## src/source/dm_pkg.sv

```systemverilog
// ----------------------------------------------------------------------
// DMI op and result codes, debug register addresses and the
// DMCONTROL word layout shared by the debug subsystem
// ----------------------------------------------------------------------

package dm_pkg;

    // Width of the DMI register address, fixed by the protocol
    localparam int unsigned DMI_ADDR_W = 7;

    // Request op as carried on the DMI
    typedef enum logic [1:0] {
        DMI_NOP   = 2'h0,
        DMI_READ  = 2'h1,
        DMI_WRITE = 2'h2
    } dmi_op_e;

    // Response result code, 1 is reserved and 3 is busy (not used here)
    typedef enum logic [1:0] {
        DMI_SUCCESS = 2'h0,
        DMI_FAILED  = 2'h2
    } dmi_resp_e;

    // ------------------------------------------------------------------
    // Debug register map
    // ------------------------------------------------------------------
    localparam logic [DMI_ADDR_W-1:0] ADDR_DATA0      = 7'h04;
    localparam logic [DMI_ADDR_W-1:0] ADDR_DMCONTROL  = 7'h10;
    localparam logic [DMI_ADDR_W-1:0] ADDR_SBADDRESS0 = 7'h39;
    localparam logic [DMI_ADDR_W-1:0] ADDR_SBDATA0    = 7'h3C;

    // Subset of DMCONTROL, all other fields are reserved
    typedef struct packed {
        logic        haltreq;
        logic [28:0] reserved;
        logic        ndmreset;
        logic        dmactive;
    } dmcontrol_t;

    // One DMI data word, seen raw or as DMCONTROL
    typedef union packed {
        logic [31:0] raw;
        dmcontrol_t  ctrl;
    } dm_word_u;

endpackage
```

## src/source/dm_regs.sv

```systemverilog
// ----------------------------------------------------------------------
// Debug register file: DATA0, DMCONTROL, SBADDRESS0 and the SBDATA0
// port with its system-bus access sequencer
// ----------------------------------------------------------------------

`timescale 1ns/1ps

module dm_regs
    import dm_pkg::*;
#(
    parameter int unsigned NUM_WORDS = 256
) (
    input  logic                         clk_i,
    input  logic                         ndmreset_n,
    input  logic                         cmd_valid_i,
    input  logic [DMI_ADDR_W-1:0]        cmd_addr_i,
    input  dmi_op_e                      cmd_op_i,
    input  logic [31:0]                  cmd_data_i,
    input  logic                         rsp_full_i,
    input  logic [31:0]                  mem_rdata_i,
    output logic                         cmd_take_o,
    output logic                         mem_req_o,
    output logic                         mem_we_o,
    output logic [$clog2(NUM_WORDS)-1:0] mem_addr_o,
    output logic [31:0]                  mem_wdata_o,
    output logic                         rsp_valid_o,
    output dmi_resp_e                    rsp_code_o,
    output logic [31:0]                  rsp_data_o,
    output logic                         debug_req_o,
    output logic                         ndmreset_o
);

    localparam int unsigned SB_AW = $clog2(NUM_WORDS);

    typedef enum logic {
        ST_IDLE,
        ST_MEM_WAIT
    } sb_state_e;

    sb_state_e        state_q, state_d;
    logic             sb_we_q, sb_we_d;
    logic [31:0]      data0_q, data0_d;
    logic [SB_AW-1:0] sbaddr_q, sbaddr_d;
    logic             haltreq_q, haltreq_d;
    logic             ndmreset_q, ndmreset_d;
    logic             dmactive_q, dmactive_d;
    logic             is_write;
    dm_word_u         wr_word;
    dm_word_u         rd_word;

    // DMCONTROL as seen on a read, reserved bits zero
    always_comb begin
        rd_word.raw           = '0;
        rd_word.ctrl.haltreq  = haltreq_q;
        rd_word.ctrl.ndmreset = ndmreset_q;
        rd_word.ctrl.dmactive = dmactive_q;
    end

    assign wr_word.raw = cmd_data_i;
    assign is_write    = (cmd_op_i == DMI_WRITE);

    // ------------------------------------------------------------------
    // Command decode and SBDATA0 sequencing
    // ------------------------------------------------------------------
    always_comb begin
        cmd_take_o  = 1'b0;
        mem_req_o   = 1'b0;
        mem_we_o    = 1'b0;
        mem_addr_o  = sbaddr_q;
        mem_wdata_o = cmd_data_i;
        rsp_valid_o = 1'b0;
        rsp_code_o  = DMI_SUCCESS;
        rsp_data_o  = '0;
        state_d     = state_q;
        sb_we_d     = sb_we_q;
        data0_d     = data0_q;
        sbaddr_d    = sbaddr_q;
        haltreq_d   = haltreq_q;
        ndmreset_d  = ndmreset_q;
        dmactive_d  = dmactive_q;

        case (state_q)
            ST_IDLE: begin
                if (cmd_valid_i && !rsp_full_i) begin
                    cmd_take_o  = 1'b1;
                    rsp_valid_o = 1'b1;
                    if (cmd_op_i == DMI_NOP) begin
                        rsp_code_o = DMI_SUCCESS;
                    end else if (cmd_op_i == DMI_READ || is_write) begin
                        case (cmd_addr_i)
                            ADDR_DATA0: begin
                                if (is_write) data0_d = cmd_data_i;
                                else rsp_data_o = data0_q;
                            end
                            ADDR_DMCONTROL: begin
                                if (is_write) begin
                                    if (!dmactive_q && !wr_word.ctrl.dmactive) begin
                                        // Inactive module only listens to dmactive
                                        dmactive_d = 1'b0;
                                    end else begin
                                        dmactive_d = wr_word.ctrl.dmactive;
                                        haltreq_d  = wr_word.ctrl.haltreq & wr_word.ctrl.dmactive;
                                        ndmreset_d = wr_word.ctrl.ndmreset & wr_word.ctrl.dmactive;
                                    end
                                end else begin
                                    rsp_data_o = rd_word.raw;
                                end
                            end
                            ADDR_SBADDRESS0: begin
                                if (is_write) sbaddr_d = cmd_data_i[SB_AW-1:0];
                                else rsp_data_o = {{(32-SB_AW){1'b0}}, sbaddr_q};
                            end
                            ADDR_SBDATA0: begin
                                // Response follows once the SRAM has answered
                                rsp_valid_o = 1'b0;
                                mem_req_o   = 1'b1;
                                mem_we_o    = is_write;
                                sb_we_d     = is_write;
                                state_d     = ST_MEM_WAIT;
                            end
                            default: rsp_code_o = DMI_FAILED;
                        endcase
                    end else begin
                        rsp_code_o = DMI_FAILED;
                    end
                end
            end
            ST_MEM_WAIT: begin
                // SRAM read data holds until the next request
                if (!rsp_full_i) begin
                    rsp_valid_o = 1'b1;
                    rsp_data_o  = sb_we_q ? 32'h0 : mem_rdata_i;
                    sbaddr_d    = sbaddr_q + 1'b1;
                    state_d     = ST_IDLE;
                end
            end
            default: state_d = ST_IDLE;
        endcase
    end

    always_ff @(posedge clk_i or negedge ndmreset_n) begin
        if (!ndmreset_n) begin
            state_q    <= ST_IDLE;
            sb_we_q    <= 1'b0;
            data0_q    <= '0;
            sbaddr_q   <= '0;
            haltreq_q  <= 1'b0;
            ndmreset_q <= 1'b0;
            dmactive_q <= 1'b0;
        end else begin
            state_q    <= state_d;
            sb_we_q    <= sb_we_d;
            data0_q    <= data0_d;
            sbaddr_q   <= sbaddr_d;
            haltreq_q  <= haltreq_d;
            ndmreset_q <= ndmreset_d;
            dmactive_q <= dmactive_d;
        end
    end

    assign debug_req_o = haltreq_q & dmactive_q;
    assign ndmreset_o  = ndmreset_q & dmactive_q;

endmodule

```

## config.mk

```make
export PLATFORM = sky130hd
export DESIGN_NAME = dm_regs
export DESIGN_NICKNAME = d
export VERILOG_FILES = /design/src/source/dm_pkg.sv /design/src/source/dm_regs.sv
export SDC_FILE = /design/constraint.sdc
export NUM_CORES = 1
export LEC_CHECK = 0
export BUFFER_PORTS_ARGS = -buffer_cell sky130_fd_sc_hd__buf_2
export CORE_MARGIN = 2
export CORE_UTILIZATION = 30
export DETAILED_ROUTE_END_ITERATION = 10
export PLACE_DENSITY = 0.67
export SYNTH_ARGS = -nofsm -noshare
export SYNTH_HDL_FRONTEND = slang
export SYNTH_SLANG_ARGS = --single-unit
```

## constraint.sdc

```tcl
create_clock -name clk_i -period 4.87 [get_ports clk_i]
set_input_delay 0.2435 -clock clk_i [delete_from_list [all_inputs] [get_ports clk_i]]
set_output_delay 0.2435 -clock clk_i [all_outputs]
set_load 0.005 [all_outputs]
```

# Word-level counts from Yosys, hierarchy flattened
# Index checks and enable logic that the tools add are counted.
dict set report totals {
  reg_bits 45
}
dict set report op_classes {
  mux 43
  n_eq_ne 12
  bitwise_logic 7
  reduce_logical 13
  n_addsub 1
}
# cell n
set ops {}
lappend ops {{$mux 32} 7}
lappend ops {{$pmux 32 s3} 1}
lappend ops {{$pmux 32 s2} 1}
lappend ops {{$mux 8} 7}
lappend ops {{$mux 1} 19}
lappend ops {{$reduce_and 6->1} 3}
lappend ops {{$pmux 8 s2} 1}
lappend ops {{$eq 7x6->1 const B} 2}
lappend ops {{$mux 2} 5}
lappend ops {{$ne 2x2->1 const B} 5}
lappend ops {{$add 8x1->8 const B} 1}
lappend ops {{$eq 7x3->1 const B} 1}
lappend ops {{$eq 7x5->1 const B} 1}
lappend ops {{$reduce_and 7->1} 1}
lappend ops {{$reduce_and 5->1} 1}
lappend ops {{$and 1x1->1} 4}
lappend ops {{$pmux 1 s2} 2}
lappend ops {{$reduce_or 4->1} 1}
lappend ops {{$logic_not 1->1} 3}
lappend ops {{$not 1->1} 3}
lappend ops {{$eq 2x1->1 const B} 1}
lappend ops {{$eq 2x2->1 const B} 1}
lappend ops {{$logic_and 1x1->1} 2}
lappend ops {{$logic_not 2->1} 1}
lappend ops {{other kinds (2)} 2}

# Longest topological paths before layout
# Gate-level depths: netlist of the first run.
dict set report logic_depth {
  word_depth 7
  ltp_mapped 7
}

# Worst setup path before layout of the first run
# No wires, ideal clock.
dict set report synth_timing {
  path_type {input -> register}
  startpoint {input port cmd_op_i[0]}
  endpoint {register sbaddr_q[4], in the netlist mem_addr_o[4]}
  required_ns 4.747
  path_stages 7
  n_path_buf 1
  arrival_ns 1.701
  setup_slack_ns 3.046
  path_cell_list {inv_1 > ha_1 > and3b_1 > and4_1 > buf_6 > mux2_2 > o221a_2}
}
dict set report synth_between {
  elab_chain_len 4
  elab_cells_between_ends 8
  classes_between {eq/ne (5); reduce/logical (3)}
}
# element line_no
set synth_rtl {}
lappend synth_rtl {{from (decl)} dm_regs.sv:17} ;# input dmi_op_e cmd_op_i,
lappend synth_rtl {{$eq 2x1->1 or $eq 2x2->1 (tied branches)} {dm_regs.sv:89, dm_regs.sv:60}}
lappend synth_rtl {{$logic_or 1x1->1} dm_regs.sv:89} ;# end else if (cmd_op_i == DMI_READ || is_write) begin
lappend synth_rtl {{$ne 2x2->1 (no line)} --}
lappend synth_rtl {{$reduce_and 6->1 (no line) (*)} --}
lappend synth_rtl {{to (signal assigned)} dm_regs.sv:154} ;# sbaddr_q <= sbaddr_d;
lappend synth_rtl {{to (decl)} dm_regs.sv:43} ;# logic [SB_AW-1:0] sbaddr_q, sbaddr_d;
# Every way passes the cells marked *; elsewhere a longest branch is shown, timed or not.
# A chain may end at the register's enable or synchronous reset.

# Worst setup path after layout of the first run
dict set report layout_timing {
  startpoint {register state_q}
  endpoint {output port rsp_data_o[9]}
}
dict set report layout_between {
  elab_chain_len 2
}
# element line_no
set layout_rtl {}
lappend layout_rtl {{from (decl)} dm_regs.sv:40} ;# sb_state_e state_q, state_d;
lappend layout_rtl {{from (signal assigned)} dm_regs.sv:151} ;# state_q <= state_d;
lappend layout_rtl {{$not 1->1 (no line)} --}
lappend layout_rtl {{$pmux 32 s2 (*)} dm_regs.sv:82} ;# case (state_q)
lappend layout_rtl {{to (decl)} dm_regs.sv:28} ;# output logic [31:0] rsp_data_o,
# Marks and branches as above.

==> metrics.md, run 1 <==
| Metric | Value |
|---|---|
| Status | `complete, no violations` |
| Highest-count cells in the layout ignoring fill and taps | `buf_2 (155), dfrtp_1 (45), a22o_1 (38)` |
| Highest-delay cell along the critical path | `nor2_2` |
| Hold_buf cts | `0` |
| Most Frequent Cell on Critical Path | `inv_2` |
| Placement Cell Area | `between 3000 and 4000 um^2` |
| Syn Std Cell Area | `between 3000 and 4000 um^2` |
| Post-synth EDFFs | `0` |
| Synthesis-to-finish area growth | `23.2%` |
| CP Launch Type | `flip-flop` |
| Total grt overflow | `0` |
| First-pass DRT Iterations | `4` |
| Vias/cell | `between 4 and 5` |
| Worst EP required | `around 4.6 ns` |
| Die width | `105 um` |
| FF+latch count, synth | `45` |
| Pre-CTS setup slack | `around 2.3 ns` |
| Setup bufs post-CTS | `0` |
| Antenna violations before repair | `0` |
| TritonCTS clock tree | `yes` |
| Clock-pin slew on the worst setup and hold paths | `0.08 ns` |
| Crit path arrival time | `roughly 2.6 ns` |
| Post-CTS Resized | `0` |
| Root Driver | `clkbuf_8` |
| Top_reg_cell synth | `dfrtp_1` |
| CP Class | `reg2out` |
| Final WS setup | `between 2 and 2.5 ns` |
| Yosys Warn Count | `0` |
| Cell chain of the critical path | `inv_2, nand3_2, inv_2, nand3b_1, nor2_2, a22o_1, buf_2` |
| Ports | `between 150 and 200` |
| Post-synthesis cell count | `approximately 280` |
| Clk_lat worst skew | `between 0.2 and 0.3 ns` |
| H-tree levels | `2` |
| Relative slew slack | `31.4%` |
| Layout cells sized above 1 | `between 50% and 60%` |
| Maximum vdd ir drop | `around 0.00011 V` |
| Syn Nets | `359` |
| Actual slew at the worst max-slew pin | `approximately 1.0 ns` |
| Placer Congestion | `between 0.8 and 0.9` |
| Setup crit end kind | `output port` |
| Syn avg cell area | `about 11 um^2` |
| Die height | `roughly 100 um` |
| Worst Skew | `around 0.0026 ns` |
| Total negative slack | `0 ns` |
| Initial DRC Count | `86` |
| Fin crit share | `58.8%` |
| DP Wirelength | `6.10 mm` |
| Largest fanout on the critical path | `23` |
| Sequential cell area fraction in the yosys report | `37.1%` |
| LEAKAGE | `approximately 0.002 uW` |
| CP max stage delay | `0.72 ns` |
| I/O Buffers | `about 160` |
| WL final | `8.01 mm` |
| Nets | `approximately 480` |
| Vias in the first global route | `approximately 2.5k` |
| Sink Count | `45` |
| Final Hold Viols | `0` |
| RSZ-0062 raised after global routing | `no` |
| Clock tree buffer depth | `2` |
| Fin crit period | `~2.9 ns` |
| Max-cap violation count | `0` |
| Total GRT Usage | `around 14%` |
| Peak Freq | `~350 MHz` |
| Worst min path class | `in2async` |
| Total power | `about 700 uW` |
| First-pass GRT wire length | `around 13 mm` |
| Distinct cells, synth | `45` |
| TritonCTS buffer count | `5` |
| Ys async rst share | `100%` |
| Routed WL per cell | `about 15 um` |
| Post-route ant nets | `0` |
| Core area | `between 9000 and 10000 um^2` |
| # DRC | `0` |
| Full die area | `~11000 um^2` |
| Largest net degree at the start of global routing | `46` |
| Final instance area | `around 3700 um^2` |
| FP Rows | `36` |
| Initial Utilization | `31.0%` |
| Via Count | `2604` |
| Ant diodes | `0` |
| Hold slack | `0.117 ns` |
| # setup viols final | `0` |
| P per Cell Area | `~190 nW/um^2` |
| Max Slew Vio Count | `0` |
| Most common cell after layout, fill and taps aside | `buf_2` |
[synth_stat cells, types with 3 or more instances]
| master | number | area, um^2 |
|---|---|---|
| a22o_1 | 38 | 333 |
| and2_1 | 4 | 25.0 |
| and3_1 | 5 | 31.3 |
| buf_4 | 34 | 255 |
| buf_6 | 4 | 45.0 |
| clkbuf_1 | 7 | 26.3 |
| dfrtp_1 | 45 | 1130 |
| ha_1 | 3 | 37.5 |
| inv_1 | 11 | 41.3 |
| mux2_2 | 6 | 67.6 |
| mux2_4 | 28 | 420 |
| mux2i_1 | 6 | 60.1 |
| nand2_1 | 7 | 26.3 |
| nand3_1 | 6 | 30.0 |
| nand4_1 | 3 | 18.8 |
| nor2_1 | 7 | 26.3 |
| nor2b_1 | 4 | 25.0 |
| nor3_1 | 6 | 30.0 |
| o211ai_1 | 4 | 30.0 |
| o21ai_0 | 12 | 60.1 |
| o221a_2 | 3 | 33.8 |
| o22ai_1 | 3 | 18.8 |
[flip-flops by register name, indices dropped and copies added, names as in the netlist]
signal and cells:
data0_q 32, dmactive_q 1, haltreq_q 1, mem_addr_o 8, ndmreset_q 1, sb_we_q 1
state_q 1
[metrics by stage]
step / util (%) / std cells
global route: 38.2 / 529
floorplan: - / 279
finish: 38.2 / 529
detailed placement: 37.4 / 521
global placement: 37.4 / 521
CTS: 38.2 / 529
[metal layers]
layer	vias up	wire (um)	GRT usage, %
li1	1240	-	-
met1	1248	3360	17.4
met2	108	4000	24.6
met3	8	555	3.26
met4	0	89	4.15
met5	-	0	0
[kinds of logic (layout without fill, tap and decap cells)]
family | count (synthesis) | count (layout) | synth area share [%]
flip-flops | 45 | 45 | 37.1
AO/OA/AOI/OAI | 73 | 73 | 19.0
multiplexers | 40 | 40 | 18.1
buffers and inverters | 60 | 177 | 12.7
AND/OR/NAND/NOR | 57 | 57 | 11.7
adder cells (fa/ha/maj) | 3 | 3 | 1.24
other | 1 | 1 | 0.124
[worst paths after layout]
path	cells after the start	slack, ns	endpoint	start
setup / recovery	7	2.00	rsp_data_o[9]	state_q$_DFF_PN0_
hold / removal	1	0.12	mem_addr_o[6]$_DFFE_PN0P_	ndmreset_n
setup reg to reg	6	2.62	mem_addr_o[5]$_DFFE_PN0P_	state_q$_DFF_PN0_
hold reg to reg	1	0.51	data0_q[29]$_DFFE_PN0P_	data0_q[29]$_DFFE_PN0P_
max in group asynchronous	1	4.10	data0_q[24]$_DFFE_PN0P_	ndmreset_n
min in group clk_i	2	0.20	data0_q[14]$_DFFE_PN0P_	cmd_data_i[14]
[power by group]
part,leakage [uW],total (uW),internal (uW),switching [uW]
sequential,0.000608,377,375,1.58
clock,0.0000385,228,102,126
combinational,0.00139,88.8,42.0,46.8
total,0.00204,694,519,175
[worst max-delay path: cells and delay by family (launching register included)]
| kind | cells | cell delay, ns |
|---|---|---|
| AO/OA/AOI/OAI | 1 | 0.30 |
| buffers and inverters | 3 | 0.48 |
| flip-flops | 1 | 0.54 |
| AND/OR/NAND/NOR | 3 | 1.01 |
[area by class of cell]
class | instances | area [um^2]
repair buffers | 156 | 783
well taps | 133 | 166
multi-input cells | 174 | 1530
clock buffers | 7 | 76.3
inverters | 13 | 48.8
clock inverters | 1 | 7.51
flip-flops and latches | 45 | 1130
fillers | 1010 | 6040
(Power assumes the default switching activity.)
==> run 2, diff against run 1 <==
==> constraint.sdc (replaced) <==
create_clock -name clk_i -period 2.66 [get_ports clk_i]
set_input_delay 0.133 -clock clk_i [delete_from_list [all_inputs] [get_ports clk_i]]
set_output_delay 0.133 -clock clk_i [all_outputs]
set_load 0.005 [all_outputs]
==> metrics.md, run 2 (synthesis results as in run 1) <==
| Metric | Value |
|---|---|
| Clock-pin slew on the worst setup and hold paths | `0.08 ns (about the same)` |
| Die height | `105 um (unchanged)` |
| First-pass GRT wire length | `12.9 mm (+2.5%)` |
| Via Count | `2595 (-0.35%)` |
| H-tree levels | `2 (unchanged)` |
| Post-route insts no fill | `532 (+0.57%)` |
| Worst EP required | `2.53 ns (-2.10 ns)` |
| Relative slew slack | `33.8% (+2.4 points)` |
| Ports | `157 (unchanged)` |
| Total negative slack | `0 ns (unchanged)` |
| Nets | `479 (+0.84%)` |
| Vias/cell | `4.88 (-0.91%)` |
| Final Hold Viols | `11 (+11)` |
| Max reg flops | `32 (unchanged)` |
| Actual slew at the worst max-slew pin | `0.993 ns (-0.0359 ns)` |
| Total grt overflow | `0 (unchanged)` |
| Placed insts | `525 (+0.77%)` |
| Antenna violations before repair | `0 (unchanged)` |
| Maximum vdd ir drop | `0.000163 V (+52%)` |
| Placer Congestion | `0.777 (-5.6%)` |
| P per Cell Area | `340 nW/um^2 (+83%)` |
| LEAKAGE | `0.00206 uW (+1.2%)` |
| Max Slew Vio Count | `0 (unchanged)` |
| Hold_buf cts | `0 (unchanged)` |
| Fin crit period | `~2.3 ns` |
| Largest net degree at the start of global routing | `46 (unchanged)` |
| Setup crit end kind | `output port` |
| Full die area | `10900 um^2 (unchanged)` |
| Core area | `9770 um^2 (unchanged)` |
| Status | `complete, but fails checks` |
| Ant diodes | `0 (unchanged)` |
| Sink Count | `45 (unchanged)` |
| Routed WL per cell | `14.7 um (-3.1%)` |
| Layout cells sized above 1 | `53.1% (+0.61 points)` |
| TritonCTS buffer count | `5 (unchanged)` |
| Failing checks | `negative hold slack` |
| Synthesis-to-finish area growth | `24.3%` |
| Worst min path class | `in2async` |
| Wl on met1 | `3.25 mm (-3.3%)` |
| TritonCTS clock tree | `yes` |
| Reg2Reg Depth | `6 (unchanged)` |
| DP Wirelength | `5.98 mm (-2.0%)` |
| # DRC | `0 (unchanged)` |
| CP Class | `reg2out` |
| Crit path arrival time | `2.20 ns (-0.42 ns)` |
| RSZ-0062 raised after global routing | `no` |
| Fin crit share | `just under 90%` |
| Hold slack | `-0.00689 ns (-0.123 ns)` |
| Post-CTS Resized | `0 (unchanged)` |
| FP Rows | `36 (unchanged)` |
| Multi-input gate area | `1530 um^2 (unchanged)` |
| Max-cap violation count | `0 (unchanged)` |
| Root Driver | `clkbuf_8` |
| Die width | `105 um (unchanged)` |
| First-pass DRT Iterations | `4 (unchanged)` |
| Register area | `1130 um^2 (unchanged)` |
| Metal3 WL | `549 um (-1.1%)` |
| Fillers | `993 (-1.7%)` |
| # setup viols final | `0 (unchanged)` |
| Peak Freq | `429 MHz` |
| Vias in the first global route | `2601 (+3.1%)` |
| Highest-count cells in the layout ignoring fill and taps | `buf_2 (155), dfrtp_1 (45), a22o_1 (38)` |
| Clk_lat worst skew | `0.29 ns (about the same)` |
| Initial DRC Count | `64 (-26%)` |
| Top Layer Used | `met4` |
| Worst Skew | `0.00415 ns (+0.00155 ns)` |
| CP Launch Type | `flip-flop` |
| Clock tree buffer depth | `2 (unchanged)` |
| DR WL met2 | `3.82 mm (-4.6%)` |
| Post-route ant nets | `0 (unchanged)` |
| Initial Utilization | `31.0% (unchanged)` |
| Most common cell after layout, fill and taps aside | `buf_2` |
| Biggest register | `data0_q` |
| Largest fanout on the critical path | `13 (-43%)` |
| Setup bufs post-CTS | `0 (unchanged)` |
| I/O Buffers | `155 (unchanged)` |
| Total power | `1280 uW (+85%)` |
| Total GRT Usage | `14.5% (+0.33 points)` |
| WL final | `7.80 mm (-2.6%)` |
-- run 2: path summary, 6_finish.rpt --
kind,startpoint,to,slack (ns)
max in group asynchronous,ndmreset_n,data0_q[23]$_DFFE_PN0P_,2.04
setup / recovery,state_q$_DFF_PN0_,rsp_data_o[31],0.33
setup reg to reg,state_q$_DFF_PN0_,mem_addr_o[2]$_DFFE_PN0P_,0.57
min in group clk_i,cmd_data_i[25],data0_q[25]$_DFFE_PN0P_,0.08
hold / removal,ndmreset_n,data0_q[6]$_DFFE_PN0P_,-0.007
hold reg to reg,data0_q[12]$_DFFE_PN0P_,data0_q[12]$_DFFE_PN0P_,0.51
-- run 2: cell type report --
class | count | area share (%)
multi-input cells | 174 | 40.5
inverters | 13 | 1.29
repair buffers | 160 | 21.6
clock buffers | 7 | 2.29
well taps | 133 | 4.42
flip-flops and latches | 45 | 29.9
-- run 2: worst max-delay path: stages, from the launching register on --
cell	delay (ns)
dfrtp_1	0.52
inv_2	0.19
nand3_2	0.14
inv_2	0.13
nand3b_1	0.14
a21oi_2	0.46
a22o_1	0.21
buf_2	0.11
-- run 2: metal layers --
metal,up-vias,global-route usage [%]
met5,-,0
met4,0,5.02
met3,13,3.07
met2,107,25.0
met1,1225,17.8
li1,1250,-
-- run 2: metrics by stage --
step	setup slack, ns	util (%)	hold WS (ns)	area (um^2)
floorplan	0.926	-	-0.163	3030
global placement	0.636	37.7	0.360	3680
detailed placement	0.587	37.7	0.362	3680
CTS	0.299	38.6	0.0405	3770
global route	0.0942	38.6	0.0651	3770
finish	0.331	38.6	-0.00689	3770
-- run 2: report_power, final --
part,switching [uW],internal [uW]
clock network,222,206
registers,2.74,687
logic,84.7,76.9
total,310,971
==> run 3, diff against run 2 <==
--- a/config.mk
+++ b/config.mk
@@ -6,10 +6,11 @@
 export NUM_CORES = 1
 export LEC_CHECK = 0
 export BUFFER_PORTS_ARGS = -buffer_cell sky130_fd_sc_hd__buf_2
+export CORE_ASPECT_RATIO = 0.6
 export CORE_MARGIN = 2
-export CORE_UTILIZATION = 30
+export CORE_UTILIZATION = 45
 export DETAILED_ROUTE_END_ITERATION = 10
-export PLACE_DENSITY = 0.67
+export PLACE_DENSITY = 0.9
 export SYNTH_ARGS = -nofsm -noshare
 export SYNTH_HDL_FRONTEND = slang
 export SYNTH_SLANG_ARGS = --single-unit
==> metrics.md, run 3 (synthesis results as in run 1) <==
| Metric | Value |
|---|---|
| P per Cell Area | `339 nW/um^2 (-0.28%)` |
| Setup bufs post-CTS | `0 (unchanged)` |
| Total grt overflow | `0 (unchanged)` |
| Placer Congestion | `0.887 (+14%)` |
| Fillers | `568 (-43%)` |
| Final Hold Viols | `0 (-11)` |
| First-pass GRT wire length | `11.8 mm (-8.8%)` |
| First-pass DRT Iterations | `4 (unchanged)` |
| # DRC | `0 (unchanged)` |
| Layout cells sized above 1 | `52.6% (-0.50 points)` |
| Total GRT Usage | `20.8% (+6.3 points)` |
| Synthesis-to-finish area growth | `22.0%` |
| Pre-CTS setup slack | `0.432 ns (-0.155 ns)` |
| Setup crit end kind | `output port` |
| CP Class | `reg2out` |
| Via Count | `2637 (+1.6%)` |
| Fin crit share | `89.1% (+1.6 points)` |
| WL final | `8.01 mm (+2.7%)` |
| Initial Utilization | `46.0% (+15 points)` |
| FF-to-FF setup slack | `0.42 ns (-0.15 ns)` |
| Worst Skew | `0.00827 ns (+0.00412 ns)` |
| Largest fanout on the critical path | `13 (unchanged)` |
| Max reg flops | `32 (unchanged)` |
| Actual slew at the worst max-slew pin | `1.02 ns (+0.0253 ns)` |
| Hold_buf cts | `0 (unchanged)` |
| Post-CTS Resized | `0 (unchanged)` |
| Die height | `67.6 um (-35%)` |
| # setup viols final | `0 (unchanged)` |
| Biggest register | `data0_q` |
| Nets | `478 (-0.21%)` |
| LEAKAGE | `0.00206 uW (-0.43%)` |
| Antenna violations before repair | `0 (unchanged)` |
| CP Launch Type | `flip-flop` |
| H-tree levels | `2 (unchanged)` |
| Root Driver | `clkbuf_8` |
| Routed WL per cell | `16.5 um (+12%)` |
| Maximum vdd ir drop | `0.000173 V (+6.4%)` |
| Fin crit period | `2.37 ns (+0.0421 ns)` |
| Clk_lat worst skew | `0.29 ns (about the same)` |
| Post-route ant nets | `0 (unchanged)` |
| Status | `complete, no violations` |
| TritonCTS clock tree | `yes` |
| I/O Buffers | `155 (unchanged)` |
| Ant diodes | `0 (unchanged)` |
| Clock-pin slew on the worst setup and hold paths | `0.08 ns (about the same)` |
| Largest net degree at the start of global routing | `46 (unchanged)` |
| TritonCTS buffer count | `5 (unchanged)` |
| Vias/cell | `5.43 (+11%)` |
| Relative slew slack | `32.1% (-1.7 points)` |
| FP Rows | `23 (-36%)` |
| Worst min path class | `in2async` |
| Ports | `157 (unchanged)` |
| Initial DRC Count | `160 (+150%)` |
| Most common cell after layout, fill and taps aside | `buf_2` |
| Reg2Reg Depth | `6 (unchanged)` |
| Total negative slack | `0 ns (unchanged)` |
| Crit path arrival time | `2.24 ns (+0.04 ns)` |
| Worst EP required | `2.53 ns (about the same)` |
| Final WS setup | `0.289 ns (-0.0421 ns)` |
| Clock tree buffer depth | `2 (unchanged)` |
| DP Wirelength | `6.02 mm (+0.68%)` |
| Vias in the first global route | `2324 (-11%)` |
| Peak Freq | `422 MHz (-1.8%)` |
| Highest-count cells in the layout ignoring fill and taps | `buf_2 (155), dfrtp_1 (45), a22o_1 (38)` |
| Max-cap violation count | `0 (unchanged)` |
| Worst reg2reg path startpoint | `state_q$_DFF_PN0_` |
| RSZ-0062 raised after global routing | `no` |
| Sink Count | `45 (unchanged)` |
| R2r endpoint | `mem_addr_o[2]$_DFFE_PN0P_` |
| Full die area | `7430 um^2 (-32%)` |
| Die width | `110 um (+5.2%)` |
| Max Slew Vio Count | `0 (unchanged)` |
| Core area | `6590 um^2 (-33%)` |
## run 3: cell types whose count changed in the layout (fill, tap and decap cells not counted)
cell      previous run  this run
buf_4                5         4
clkbuf_1             1         3
clkbuf_8             6         5
## run 3: worst max-delay path by stage
stage / startpoint / endpoint / slack [ns] / depth (start not counted)
floorplan: state_q$_DFF_PN0_ / mem_addr_o[4]$_DFFE_PN0P_ / 0.93 / 7
global placement: state_q$_DFF_PN0_ / mem_addr_o[2]$_DFFE_PN0P_ / 0.57 / 6
detailed placement: state_q$_DFF_PN0_ / mem_addr_o[2]$_DFFE_PN0P_ / 0.43 / 6
CTS: state_q$_DFF_PN0_ / rsp_data_o[3] / 0.28 / 7
global route: state_q$_DFF_PN0_ / rsp_data_o[3] / 0.14 / 7
finish: state_q$_DFF_PN0_ / rsp_data_o[3] / 0.29 / 7
## run 3: routing by layer
metal | GRT usage [%] | part of all wire [%] | wire length [um]
met1 | 29.9 | 47 | 3730
met2 | 32.0 | 44 | 3550
met3 | 4.73 | 8.6 | 688
met4 | 4.43 | 0.56 | 45
met5 | 0 | 0 | 0
## run 3: final cells by class
| type | instances | area [um^2] | share of cell area [%] |
|---|---|---|---|
| clock buffer | 8 | 80.1 | 2.17 |
| inverter | 13 | 48.8 | 1.32 |
| multi-input combinational | 174 | 1530 | 41.3 |
| sequential | 45 | 1130 | 30.5 |
| tap | 87 | 109 | 2.94 |
| timing repair buffer | 159 | 806 | 21.8 |
## run 3: worst max-delay path, stage by stage (launching register included)
cell	delay, ns
dfrtp_1	0.52
inv_2	0.20
nand3_2	0.13
inv_2	0.13
nand3b_1	0.14
a21oi_2	0.46
a22o_1	0.24
buf_2	0.12
## run 3: stage by stage
stage	utilization, %	hold slack (ns)	instance area [um^2]	std cells	total power [uW]
final	56.1	0.0243	3700	486	1250
after global routing	56.1	0.0710	3700	486	1330
after CTS	56.1	0.0505	3700	486	1270
after floorplan	-	-0.163	3030	279	781
after detailed placement	54.9	0.360	3620	478	866
after global placement	54.9	0.350	3620	478	861
## run 3: where the power goes
part           switching [uW]  internal, uW  leakage (uW)
logic                    85.0          76.8       0.00141
registers                2.92           687      0.000608
clock network             214           187     0.0000395
total                     301           951       0.00206
